### src/cnn_cfg.svh
`ifndef CNN_CFG_SVH
`define CNN_CFG_SVH

// Pixel and DDR word geometry
`define PIX_W          8
`define PIX_PER_WORD   8
`define DDR_DATA_W     64
`define DDR_ADDR_W     32     // Word address
`define LEN_W          16

// Line bank sizing, line length is 1 to 16 words
`define LINE_WORDS_W   5
`define BANK_DEPTH     16

`define ACC_W          24
`define BIAS_W         16
`define KERNEL_WORDS   2      // Nine weights over two words

// Instruction word layout
`define INST_W         64
`define INST_OP_HI     63
`define INST_OP_LO     62
`define INST_BIAS_HI   55
`define INST_BIAS_LO   40
`define INST_LW_HI     36
`define INST_LW_LO     32
`define INST_ADDR_HI   31
`define INST_ADDR_LO   0

`endif

### src/cnn_ctrl_pkg.sv
`include "cnn_cfg.svh"

package cnn_ctrl_pkg;

	// Instruction opcodes
	typedef enum logic [`INST_OP_HI-`INST_OP_LO:0] {
		OP_NOP    = 2'd0,
		OP_LOAD_W = 2'd1,   // Kernel load
		OP_LOAD_F = 2'd2,   // Three feature lines
		OP_CONV   = 2'd3
	} opcode_e;

	typedef enum logic {
		TGT_KERNEL,
		TGT_LINES
	} fetch_target_e;

	typedef enum logic [1:0] {
		DEC_IDLE,
		DEC_FETCH,   // Waiting on fetch done
		DEC_SCAN     // Waiting on scan done
	} dec_state_e;

	typedef enum logic [1:0] {
		FET_IDLE,
		FET_READ,
		FET_UNPACK   // Kernel bytes of the held word
	} fetch_state_e;

	typedef enum logic {
		SCAN_IDLE,
		SCAN_RUN
	} scan_state_e;

endpackage

### src/cnn_data_pkg.sv
`include "cnn_cfg.svh"

package cnn_data_pkg;

	typedef logic        [`PIX_W-1:0]        pixel_t;   // Feature pixel, unsigned
	typedef logic signed [`PIX_W-1:0]        weight_t;
	typedef logic        [`DDR_DATA_W-1:0]   ddr_word_t;
	typedef logic        [`DDR_ADDR_W-1:0]   ddr_addr_t;
	typedef logic        [`LEN_W-1:0]        len_t;

	// Word address inside one line bank
	typedef logic [$clog2(`BANK_DEPTH)-1:0]                 bank_addr_t;
	// Pixel column across a full line
	typedef logic [$clog2(`BANK_DEPTH*`PIX_PER_WORD)-1:0]   col_t;
	typedef logic [`LINE_WORDS_W-1:0]                       line_words_t;

	typedef logic signed [`ACC_W-1:0]   acc_t;
	typedef logic signed [`BIAS_W-1:0]  bias_t;
	typedef logic        [`INST_W-1:0]  inst_t;

endpackage

### src/cnn_if.sv
`timescale 1ns/1ps
`include "cnn_cfg.svh"

// Load command from the decoder to the DDR fetch unit
interface fetch_cmd_if;
	logic                          start;      // One cycle
	cnn_ctrl_pkg::fetch_target_e   target;
	cnn_data_pkg::ddr_addr_t       ddr_addr;
	cnn_data_pkg::line_words_t     line_words;
	logic                          done;       // Last word consumed

	modport ctrl (
		output start, target, ddr_addr, line_words,
		input  done
	);

	modport unit (
		input  start, target, ddr_addr, line_words,
		output done
	);
endinterface

// Line bank write port
interface buf_wr_if;
	logic                      we;
	logic [1:0]                bank;   // 0 to 2
	cnn_data_pkg::bank_addr_t  addr;
	cnn_data_pkg::ddr_word_t   data;

	modport src (output we, bank, addr, data);
	modport dst (input  we, bank, addr, data);
endinterface

### src/cnn_top.sv
`timescale 1ns/1ps

module cnn_top (
	input  logic                     clk,
	input  logic                     rst_n,
	input  cnn_data_pkg::inst_t      instruct,
	input  logic                     inst_empty,
	output logic                     inst_req,
	output logic                     ddr_conf,
	output cnn_data_pkg::ddr_addr_t  ddr_st_addr,
	output cnn_data_pkg::len_t       ddr_len,
	input  logic                     ddr_fifo_empty,
	output logic                     ddr_fifo_req,
	input  cnn_data_pkg::ddr_word_t  ddr_fifo_data,
	output cnn_data_pkg::acc_t       result,
	output logic                     result_valid,
	output logic                     idle
);

	cnn_data_pkg::line_words_t  line_words;
	cnn_data_pkg::bias_t        bias;
	logic                       scan_start;
	logic                       scan_done;
	cnn_data_pkg::bank_addr_t   rd_addr;
	cnn_data_pkg::ddr_word_t    rd_data [3];
	logic                       win_valid;
	cnn_data_pkg::pixel_t       window [9];
	logic                       kernel_we;
	logic [3:0]                 kernel_idx;
	cnn_data_pkg::weight_t      kernel_byte;

	fetch_cmd_if u_fetch_if ();
	buf_wr_if    u_wr_if ();

	inst_decoder u_inst_decoder (
		.clk(clk), .rst_n(rst_n),
		.instruct(instruct), .inst_empty(inst_empty), .inst_req(inst_req),
		.idle(idle), .fetch(u_fetch_if.ctrl),
		.scan_start(scan_start), .scan_done(scan_done),
		.line_words(line_words), .bias(bias)
	);

	ddr_fetch u_ddr_fetch (
		.clk(clk), .rst_n(rst_n), .cmd(u_fetch_if.unit),
		.ddr_conf(ddr_conf), .ddr_st_addr(ddr_st_addr), .ddr_len(ddr_len),
		.ddr_fifo_empty(ddr_fifo_empty), .ddr_fifo_req(ddr_fifo_req),
		.ddr_fifo_data(ddr_fifo_data), .wr(u_wr_if.src),
		.kernel_we(kernel_we), .kernel_idx(kernel_idx), .kernel_byte(kernel_byte)
	);

	feature_buffer u_feature_buffer (
		.clk(clk), .wr(u_wr_if.dst), .rd_addr(rd_addr), .rd_data(rd_data)
	);

	window_scanner u_window_scanner (
		.clk(clk), .rst_n(rst_n), .scan_start(scan_start), .line_words(line_words),
		.rd_addr(rd_addr), .rd_data(rd_data),
		.win_valid(win_valid), .window(window), .scan_done(scan_done)
	);

	conv_pe u_conv_pe (
		.clk(clk), .rst_n(rst_n),
		.kernel_we(kernel_we), .kernel_idx(kernel_idx), .kernel_byte(kernel_byte),
		.bias(bias), .win_valid(win_valid), .window(window),
		.result(result), .result_valid(result_valid)
	);

endmodule

### src/conv_pe.sv
`timescale 1ns/1ps
`include "cnn_cfg.svh"

module conv_pe (
	input  logic                   clk,
	input  logic                   rst_n,
	input  logic                   kernel_we,
	input  logic [3:0]             kernel_idx,
	input  cnn_data_pkg::weight_t  kernel_byte,
	input  cnn_data_pkg::bias_t    bias,
	input  logic                   win_valid,
	input  cnn_data_pkg::pixel_t   window [9],
	output cnn_data_pkg::acc_t     result,
	output logic                   result_valid
);

	localparam int PROD_W = 2*`PIX_W + 1;   // Unsigned pixel times signed weight

	cnn_data_pkg::weight_t      kernel [9];
	logic signed [PROD_W-1:0]   prod [9];
	cnn_data_pkg::acc_t         sum;
	logic                       s1_valid;

	always_ff @(posedge clk) begin
		if (kernel_we)
			kernel[kernel_idx] <= kernel_byte;
	end

	//////////////////////////////
	// Stage 1, nine products
	always_ff @(posedge clk) begin
		for (int i = 0; i < 9; i++)
			prod[i] <= $signed({1'b0, window[i]}) * kernel[i];
	end

	// Adder tree plus sign-extended bias
	always_comb begin
		sum = cnn_data_pkg::acc_t'(bias);
		for (int i = 0; i < 9; i++)
			sum = sum + cnn_data_pkg::acc_t'(prod[i]);
	end

	//////////////////////////////
	// Stage 2
	always_ff @(posedge clk) begin
		result <= sum;
	end

	always_ff @(posedge clk) begin
		if (!rst_n) begin
			s1_valid     <= 1'b0;
			result_valid <= 1'b0;
		end else begin
			s1_valid     <= win_valid;
			result_valid <= s1_valid;   // Two cycles after the window
		end
	end

	// Kernel loads never overlap a convolution
	assert property (@(posedge clk) disable iff (!rst_n)
		!(kernel_we && win_valid));

endmodule

### src/ddr_fetch.sv
`timescale 1ns/1ps
`include "cnn_cfg.svh"

module ddr_fetch (
	input  logic                     clk,
	input  logic                     rst_n,
	fetch_cmd_if.unit                cmd,
	output logic                     ddr_conf,
	output cnn_data_pkg::ddr_addr_t  ddr_st_addr,
	output cnn_data_pkg::len_t       ddr_len,
	input  logic                     ddr_fifo_empty,
	output logic                     ddr_fifo_req,
	input  cnn_data_pkg::ddr_word_t  ddr_fifo_data,
	buf_wr_if.src                    wr,
	output logic                     kernel_we,
	output logic [3:0]               kernel_idx,
	output cnn_data_pkg::weight_t    kernel_byte
);

	cnn_ctrl_pkg::fetch_state_e   state;
	cnn_ctrl_pkg::fetch_target_e  target;
	cnn_data_pkg::line_words_t    line_words;
	cnn_data_pkg::len_t           word_cnt;
	logic [1:0]                   bank_cnt;
	cnn_data_pkg::bank_addr_t     addr_cnt;
	logic [3:0]                   k_cnt;      // Next weight index
	cnn_data_pkg::ddr_word_t      k_word;
	cnn_data_pkg::ddr_word_t      k_src;
	logic                         pop;
	logic                         last_word;

	assign pop          = (state == cnn_ctrl_pkg::FET_READ) && !ddr_fifo_empty;
	assign ddr_fifo_req = pop;
	assign last_word    = (word_cnt == cnn_data_pkg::len_t'(ddr_len - 1'b1));
	assign k_src        = pop ? ddr_fifo_data : k_word;

	// Line words go straight to the banks
	assign wr.we   = pop && (target == cnn_ctrl_pkg::TGT_LINES);
	assign wr.bank = bank_cnt;
	assign wr.addr = addr_cnt;
	assign wr.data = ddr_fifo_data;

	always_ff @(posedge clk) begin
		if (!rst_n) begin
			state     <= cnn_ctrl_pkg::FET_IDLE;
			ddr_conf  <= 1'b0;
			cmd.done  <= 1'b0;
			kernel_we <= 1'b0;
			word_cnt  <= '0;
			bank_cnt  <= '0;
			addr_cnt  <= '0;
			k_cnt     <= '0;
		end else begin
			ddr_conf  <= cmd.start;
			cmd.done  <= pop && last_word;
			kernel_we <= (state == cnn_ctrl_pkg::FET_UNPACK) ||
				(pop && target == cnn_ctrl_pkg::TGT_KERNEL);
			case (state)
				cnn_ctrl_pkg::FET_IDLE: if (cmd.start) state <= cnn_ctrl_pkg::FET_READ;
				cnn_ctrl_pkg::FET_READ: begin
					if (pop && last_word)
						state <= cnn_ctrl_pkg::FET_IDLE;
					else if (pop && target == cnn_ctrl_pkg::TGT_KERNEL)
						state <= cnn_ctrl_pkg::FET_UNPACK;
				end
				cnn_ctrl_pkg::FET_UNPACK: if (k_cnt[2:0] == 3'd7) state <= cnn_ctrl_pkg::FET_READ;
				default: state <= cnn_ctrl_pkg::FET_IDLE;
			endcase
			// Bank and address counters stand in for a divider
			if (cmd.start) begin
				word_cnt <= '0;
				bank_cnt <= '0;
				addr_cnt <= '0;
				k_cnt    <= '0;
			end else if (pop) begin
				word_cnt <= word_cnt + 1'b1;
				if (target == cnn_ctrl_pkg::TGT_KERNEL) begin
					k_cnt <= k_cnt + 1'b1;
				end else if (addr_cnt == cnn_data_pkg::bank_addr_t'(line_words - 1'b1)) begin
					addr_cnt <= '0;
					bank_cnt <= bank_cnt + 1'b1;
				end else begin
					addr_cnt <= addr_cnt + 1'b1;
				end
			end else if (state == cnn_ctrl_pkg::FET_UNPACK) begin
				k_cnt <= k_cnt + 1'b1;
			end
		end
	end

	//////////////////////////////
	// Command fields and kernel bytes
	always_ff @(posedge clk) begin
		if (cmd.start) begin
			target      <= cmd.target;
			line_words  <= cmd.line_words;
			ddr_st_addr <= cmd.ddr_addr;
			ddr_len     <= (cmd.target == cnn_ctrl_pkg::TGT_KERNEL) ?
				cnn_data_pkg::len_t'(`KERNEL_WORDS) : cnn_data_pkg::len_t'(3 * cmd.line_words);
		end
		if (pop)
			k_word <= ddr_fifo_data;
		kernel_idx  <= k_cnt;
		kernel_byte <= k_src[k_cnt[2:0]*`PIX_W +: `PIX_W];   // Byte k mod 8
	end

	// New commands only arrive between reads
	assert property (@(posedge clk) disable iff (!rst_n)
		cmd.start |-> state == cnn_ctrl_pkg::FET_IDLE);

endmodule

### src/feature_buffer.sv
`timescale 1ns/1ps
`include "cnn_cfg.svh"

module feature_buffer (
	input  logic                      clk,
	buf_wr_if.dst                     wr,
	input  cnn_data_pkg::bank_addr_t  rd_addr,
	output cnn_data_pkg::ddr_word_t   rd_data [3]
);

	// One bank per kernel row, all read at the same address
	for (genvar b = 0; b < 3; b++) begin : g_bank
		cnn_data_pkg::ddr_word_t mem [`BANK_DEPTH];

		always_ff @(posedge clk) begin
			if (wr.we && wr.bank == 2'(b))
				mem[wr.addr] <= wr.data;
			rd_data[b] <= mem[rd_addr];   // One cycle read
		end
	end

endmodule

### src/inst_decoder.sv
`timescale 1ns/1ps
`include "cnn_cfg.svh"

module inst_decoder (
	input  logic                       clk,
	input  logic                       rst_n,
	input  cnn_data_pkg::inst_t        instruct,
	input  logic                       inst_empty,
	output logic                       inst_req,
	output logic                       idle,
	fetch_cmd_if.ctrl                  fetch,
	output logic                       scan_start,
	input  logic                       scan_done,
	output cnn_data_pkg::line_words_t  line_words,
	output cnn_data_pkg::bias_t        bias
);

	cnn_ctrl_pkg::dec_state_e  state;
	cnn_ctrl_pkg::opcode_e     opcode;

	assign opcode   = cnn_ctrl_pkg::opcode_e'(instruct[`INST_OP_HI:`INST_OP_LO]);
	assign idle     = (state == cnn_ctrl_pkg::DEC_IDLE);
	assign inst_req = idle && !inst_empty;   // FWFT pop
	assign fetch.line_words = line_words;

	//////////////////////////////
	// Job sequencing
	always_ff @(posedge clk) begin
		if (!rst_n) begin
			state       <= cnn_ctrl_pkg::DEC_IDLE;
			fetch.start <= 1'b0;
			scan_start  <= 1'b0;
		end else begin
			fetch.start <= 1'b0;
			scan_start  <= 1'b0;
			case (state)
				cnn_ctrl_pkg::DEC_IDLE: begin
					if (inst_req) begin
						case (opcode)
							cnn_ctrl_pkg::OP_LOAD_W, cnn_ctrl_pkg::OP_LOAD_F: begin
								fetch.start <= 1'b1;
								state       <= cnn_ctrl_pkg::DEC_FETCH;
							end
							cnn_ctrl_pkg::OP_CONV: begin
								scan_start <= 1'b1;
								state      <= cnn_ctrl_pkg::DEC_SCAN;
							end
							default: ;   // NOP retires here
						endcase
					end
				end
				cnn_ctrl_pkg::DEC_FETCH: if (fetch.done) state <= cnn_ctrl_pkg::DEC_IDLE;
				cnn_ctrl_pkg::DEC_SCAN:  if (scan_done) state <= cnn_ctrl_pkg::DEC_IDLE;
				default: state <= cnn_ctrl_pkg::DEC_IDLE;
			endcase
		end
	end

	//////////////////////////////
	// Field capture on the pop edge
	always_ff @(posedge clk) begin
		if (inst_req) begin
			fetch.ddr_addr <= instruct[`INST_ADDR_HI:`INST_ADDR_LO];
			fetch.target   <= (opcode == cnn_ctrl_pkg::OP_LOAD_W) ?
				cnn_ctrl_pkg::TGT_KERNEL : cnn_ctrl_pkg::TGT_LINES;
			if (opcode == cnn_ctrl_pkg::OP_LOAD_F)
				line_words <= instruct[`INST_LW_HI:`INST_LW_LO];   // Kept for later convs
			if (opcode == cnn_ctrl_pkg::OP_CONV)
				bias <= instruct[`INST_BIAS_HI:`INST_BIAS_LO];
		end
	end

	// Done strobes only come back for the job in progress
	assert property (@(posedge clk) disable iff (!rst_n)
		fetch.done |-> state == cnn_ctrl_pkg::DEC_FETCH);
	assert property (@(posedge clk) disable iff (!rst_n)
		scan_done |-> state == cnn_ctrl_pkg::DEC_SCAN);

endmodule

### src/window_scanner.sv
`timescale 1ns/1ps
`include "cnn_cfg.svh"

module window_scanner (
	input  logic                       clk,
	input  logic                       rst_n,
	input  logic                       scan_start,
	input  cnn_data_pkg::line_words_t  line_words,
	output cnn_data_pkg::bank_addr_t   rd_addr,
	input  cnn_data_pkg::ddr_word_t    rd_data [3],
	output logic                       win_valid,
	output cnn_data_pkg::pixel_t       window [9],
	output logic                       scan_done
);

	cnn_ctrl_pkg::scan_state_e  state;
	cnn_data_pkg::col_t         col;
	cnn_data_pkg::col_t         last_col;
	logic                       rd_v;       // Bank data valid this cycle
	logic                       rd_last;
	logic                       win_last;
	logic [2:0]                 byte_sel;
	logic [1:0]                 fill;       // Columns held, saturates at 2

	assign last_col = cnn_data_pkg::col_t'({line_words, 3'b000} - 1'b1);
	assign rd_addr  = cnn_data_pkg::bank_addr_t'(col >> 3);   // Word col/8

	always_ff @(posedge clk) begin
		if (!rst_n) begin
			state     <= cnn_ctrl_pkg::SCAN_IDLE;
			col       <= '0;
			rd_v      <= 1'b0;
			rd_last   <= 1'b0;
			fill      <= '0;
			win_valid <= 1'b0;
			win_last  <= 1'b0;
			scan_done <= 1'b0;
		end else begin
			rd_v      <= (state == cnn_ctrl_pkg::SCAN_RUN);
			rd_last   <= (state == cnn_ctrl_pkg::SCAN_RUN) && (col == last_col);
			win_valid <= rd_v && (fill == 2'd2);
			win_last  <= rd_v && rd_last;
			scan_done <= win_last;   // Last window has left
			if (scan_start)
				fill <= '0;
			else if (rd_v && fill != 2'd2)
				fill <= fill + 1'b1;
			case (state)
				cnn_ctrl_pkg::SCAN_IDLE: begin
					if (scan_start) begin
						col   <= '0;
						state <= cnn_ctrl_pkg::SCAN_RUN;
					end
				end
				default: begin
					if (col == last_col)
						state <= cnn_ctrl_pkg::SCAN_IDLE;
					else
						col <= col + 1'b1;
				end
			endcase
		end
	end

	//////////////////////////////
	// Column shift, oldest column at c = 0
	always_ff @(posedge clk) begin
		byte_sel <= col[2:0];
		if (rd_v) begin
			for (int r = 0; r < 3; r++) begin
				window[3*r]     <= window[3*r + 1];
				window[3*r + 1] <= window[3*r + 2];
				window[3*r + 2] <= rd_data[r][byte_sel*`PIX_W +: `PIX_W];
			end
		end
	end

endmodule
### config.mk
export PLATFORM = sky130hd
export DESIGN_NAME = cnn_top
export DESIGN_NICKNAME = d
export VERILOG_FILES = /design/src/cnn_ctrl_pkg.sv /design/src/cnn_data_pkg.sv /design/src/cnn_if.sv /design/src/cnn_top.sv /design/src/conv_pe.sv /design/src/ddr_fetch.sv /design/src/feature_buffer.sv /design/src/inst_decoder.sv /design/src/window_scanner.sv
export VERILOG_INCLUDE_DIRS = /design/src
export SDC_FILE = /design/constraint.sdc
export NUM_CORES = 2
export LEC_CHECK = 0
export BUFFER_PORTS_ARGS = -buffer_cell sky130_fd_sc_hd__buf_2
export CAP_MARGIN = 10
export CORE_AREA = 2 2 535 537
export DETAILED_ROUTE_END_ITERATION = 10
export DIE_AREA = 0 0 537 539
export PLACE_DENSITY = 0.82
export SLEW_MARGIN = 10
export SYNTH_ARGS = -nofsm -noshare
export SYNTH_HDL_FRONTEND = slang
export SYNTH_SLANG_ARGS = --single-unit
### constraint.sdc
create_clock -name clk -period 5.6 [get_ports clk]
set_clock_uncertainty 0.2 [all_clocks]
set_input_delay 0.28 -clock clk [delete_from_list [all_inputs] [get_ports clk]]
set_output_delay 0.28 -clock clk [all_outputs]
set_load 0.01 [all_outputs]
==> flow_summary.json <==
{
  "timing.fmax_ghz": 0.173,
  "whs_ns": 0.134,
  "grt_overflow": 0,
  "drc": 0,
  "numCtsBuffers": 368,
  "ff2ff_setup_slack_ns": -0.20,
  "outcome": "complete, but fails checks",
  "arrival_ns": 6.42,
  "yosys.area.top_type": "edfxtp_1",
  "clkPwrFrac_pct": 34.0,
  "dieArea_um2": 289000,
  "rsz0062_at_grt": "yes",
  "combPwrFrac_pct": 23.7,
  "crit_type": "reg2reg",
  "finalMaxSlewViolations": 0,
  "cp.required_ns": 6.23,
  "synth_edf_count": 3314,
  "drive_gt1_share_pct": 23.5,
  "die_y_um": 539,
  "p_total_w": 0.0759,
  "synth_seq_cells": 3814,
  "path_max_fanout": 4,
  "htree_num_levels": 5,
  "portBuffers": 190,
  "synth_top_area_share_pct": 61.8,
  "clk_pin_slew_ns": 0.06,
  "place_congestion": 0.871,
  "start_util_pct": 56.7,
  "synth.distinct_cells": 68,
  "synth_area_um2": 161000,
  "die_w_um": 537,
  "powerDensity_nw_per_um2": 414,
  "insertion_delay_ns": 0.98,
  "worstMarginPinSlew_ns": 1.26,
  "finalCritPeriodShare_pct": 103,
  "vias_per_cell": 6.59,
  "tns_ns": -1.07,
  "yosysMostFrequentCell": "edfxtp_1",
  "synth-seq-area-share_pct": 68.0,
  "synth.area.top_cells": "edfxtp_1, mux4_2, dfxtp_1",
  "setup_viol": 8,
  "clock-root-buffer": "clkbuf_16",
  "grt_start_max_net_pins": 108,
  "slew_headroom_pct": 15.1,
  "holdCritPathClass": "in2reg",
  "core_um2": 284000,
  "syn2layout_area_growth_pct": 14.0,
  "end_kind": "register",
  "grt_first_pass_wirelength_um": 644000,
  "cp_slowest_cell": "fa_1",
  "maxCapViolCount": 0,
  "routedWlPerCell_um": 33.6,
  "startpoint_type": "register",
  "grt_pass1_vias": 91100,
  "irDropWorstVdd_uv": 2220,
  "clock_path_buffers": 4,
  "drt_iter0_drc": 12900,
  "antenna_found_initial": 39,
  "final_nets": 10300,
  "yosys-top-cells-count": "edfxtp_1, mux4_2, inv_1, dfxtp_1, nand2_1",
  "cp_slowest_stage_delay_ns": 0.52,
  "avgSynthCellArea_um2": 19.0,
  "synth_warnings": 0,
  "synth_flop_cell": "edfxtp_1",
  "violations": "negative setup slack",
  "final_antenna_net_count": 0,
  "fin_crit_ns": 5.80,
  "switchingPower_w": 0.0205,
  "cts_sinks": 3814,
  "internal_power_w": 0.0554,
  "path_buf_inv": 6,
  "async_reset_ff_share_pct": 0,
  "firstDrtPassIters": 6,
  "io_pins": 209,
  "dp_hpwl_um": 236000,
  "power_frac_seq_pct": 42.3,
  "worst_slack_ns": -0.195,
  "cts_tree": "built",
  "leakage_nw": 62.8,
  "grt_use_total_pct": 31.1,
  "drt_wl_total_um": 447000,
  "via_count": 87800,
  "num_rows": 196,
  "finalHoldViolCount": 0,
  "critPathTopFamily": "adder cells",
  "swShare_pct": 27.0,
  "syn_inst": 8469
}
[layer usage]
metal,GRT usage [%],vias up,routed length (um)
met1,39.0,45200,148000
met5,0,-,241
met3,7.10,1627,50800
met4,16.6,32,28800
met2,50.6,6911,219000
li1,-,34000,-
[tightest hold or removal path, stage by stage]
cell and delay (ns):
dlygate4sd3_1 0.53, buf_2 0.21, nand2_1 0.12, a211oi_1 0.04
[cell type report]
type	instances	area, um2
well taps	3762	4710
clock buffers	495	10200
fillers	17600	101000
repair buffers	651	5630
inverters	628	2360
multi-input cells	3758	48700
flip-flops and latches	3814	110000
clock inverters	195	2270
diodes	18	45.0
[layout by cell type (no fill, tap or decap), drive strengths merged, types with 32 or more instances in the layout]
cell and n:
mux2 56, clkbuf 495, a21oi 143, edfxtp 3314, buf 472, bufinv 36, ha 454, nand2 473
inv 648, nand3 32, mux4 992, xor2 33, and2 320, o21a 35, xnor2 131, dfxtp 500
a211oi 36, nor2b 55, fa 459, clkinv 125, nand2b 67, nor2 191, dlygate4sd3 179, o21ai 54
[what timing repair did]
| action | 4_1_cts | 5_1_grt |
|---|---|---|
| pin swaps | 30 | 57 |
| buffers inserted | 5 | 6 |
| cloned | 0 | 0 |
| endpoints found under the setup margin | 12 | 13 |
| endpoints found under the hold margin | 3278 | 0 |
| hold buffers | 179 | 0 |
| gates resized for setup | 37 | 62 |
[path summary, 6_finish.rpt]
| path | to | startpoint | depth (start not counted) |
|---|---|---|---|
| max reg2reg | u_conv_pe.result[20] | u_inst_decoder.bias[1] | 25 |
| min reg2reg | u_ddr_fetch.kernel_idx[3] | u_ddr_fetch.k_cnt[3] | 0 |
| min | u_window_scanner.fill[1] | rst_n | 4 |
| max | u_conv_pe.result[20] | u_inst_decoder.bias[1] | 25 |
[power by group through the flow]
| stage | sequential, W | clock, W | combinational [W] |
|---|---|---|---|
| floorplan | 0.0324 | 0 | 0.00816 |
| global placement | 0.0326 | 0 | 0.0135 |
| detailed placement | 0.0326 | 0 | 0.0138 |
| CTS | 0.0321 | 0.0260 | 0.0157 |
| global route | 0.0321 | 0.0269 | 0.0197 |
| finish | 0.0321 | 0.0258 | 0.0180 |
[flip-flops by register name, indices dropped and copies added, names as in the netlist, 16 cells and up]
signal                         flops
u_feature_buffer.g_bank.mem     3072
u_feature_buffer.rd_data         192
u_conv_pe.prod                   153
u_conv_pe.kernel                  72
u_window_scanner.window           72
u_ddr_fetch.k_word                64
u_ddr_fetch.ddr_st_addr           32
u_inst_decoder.fetch.ddr_addr     32
u_conv_pe.result                  24
u_ddr_fetch.word_cnt              16
u_inst_decoder.bias               16
[cells by family (layout without fill, tap and decap cells)]
family / Yosys count / count (layout) / share of synthesized area [%]
buffers and inverters: 905 / 1969 / 2.23
multiplexers: 1077 / 1077 / 14.4
other: 1 / 27 / 0.00233
AND/OR/NAND/NOR: 1234 / 1234 / 3.74
flip-flops: 3814 / 3814 / 68.0
adder cells (fa/ha/maj): 913 / 913 / 9.24
XOR/XNOR: 164 / 164 / 0.892
AO/OA/AOI/OAI: 361 / 361 / 1.41
[through the flow]
stage               instances  worst slack [ns]  instance area [um2]  util [%]
finish                  13300            -0.195               183000      64.6
global route            13300            -0.421               183000      64.6
CTS                     13300            -0.202               183000      64.5
detailed placement      12400            -0.496               169000      59.4
global placement        12400            -0.392               169000      59.4
floorplan                8477           0.00903               161000         -
Note: power is estimated with default switching activity, not from simulation.
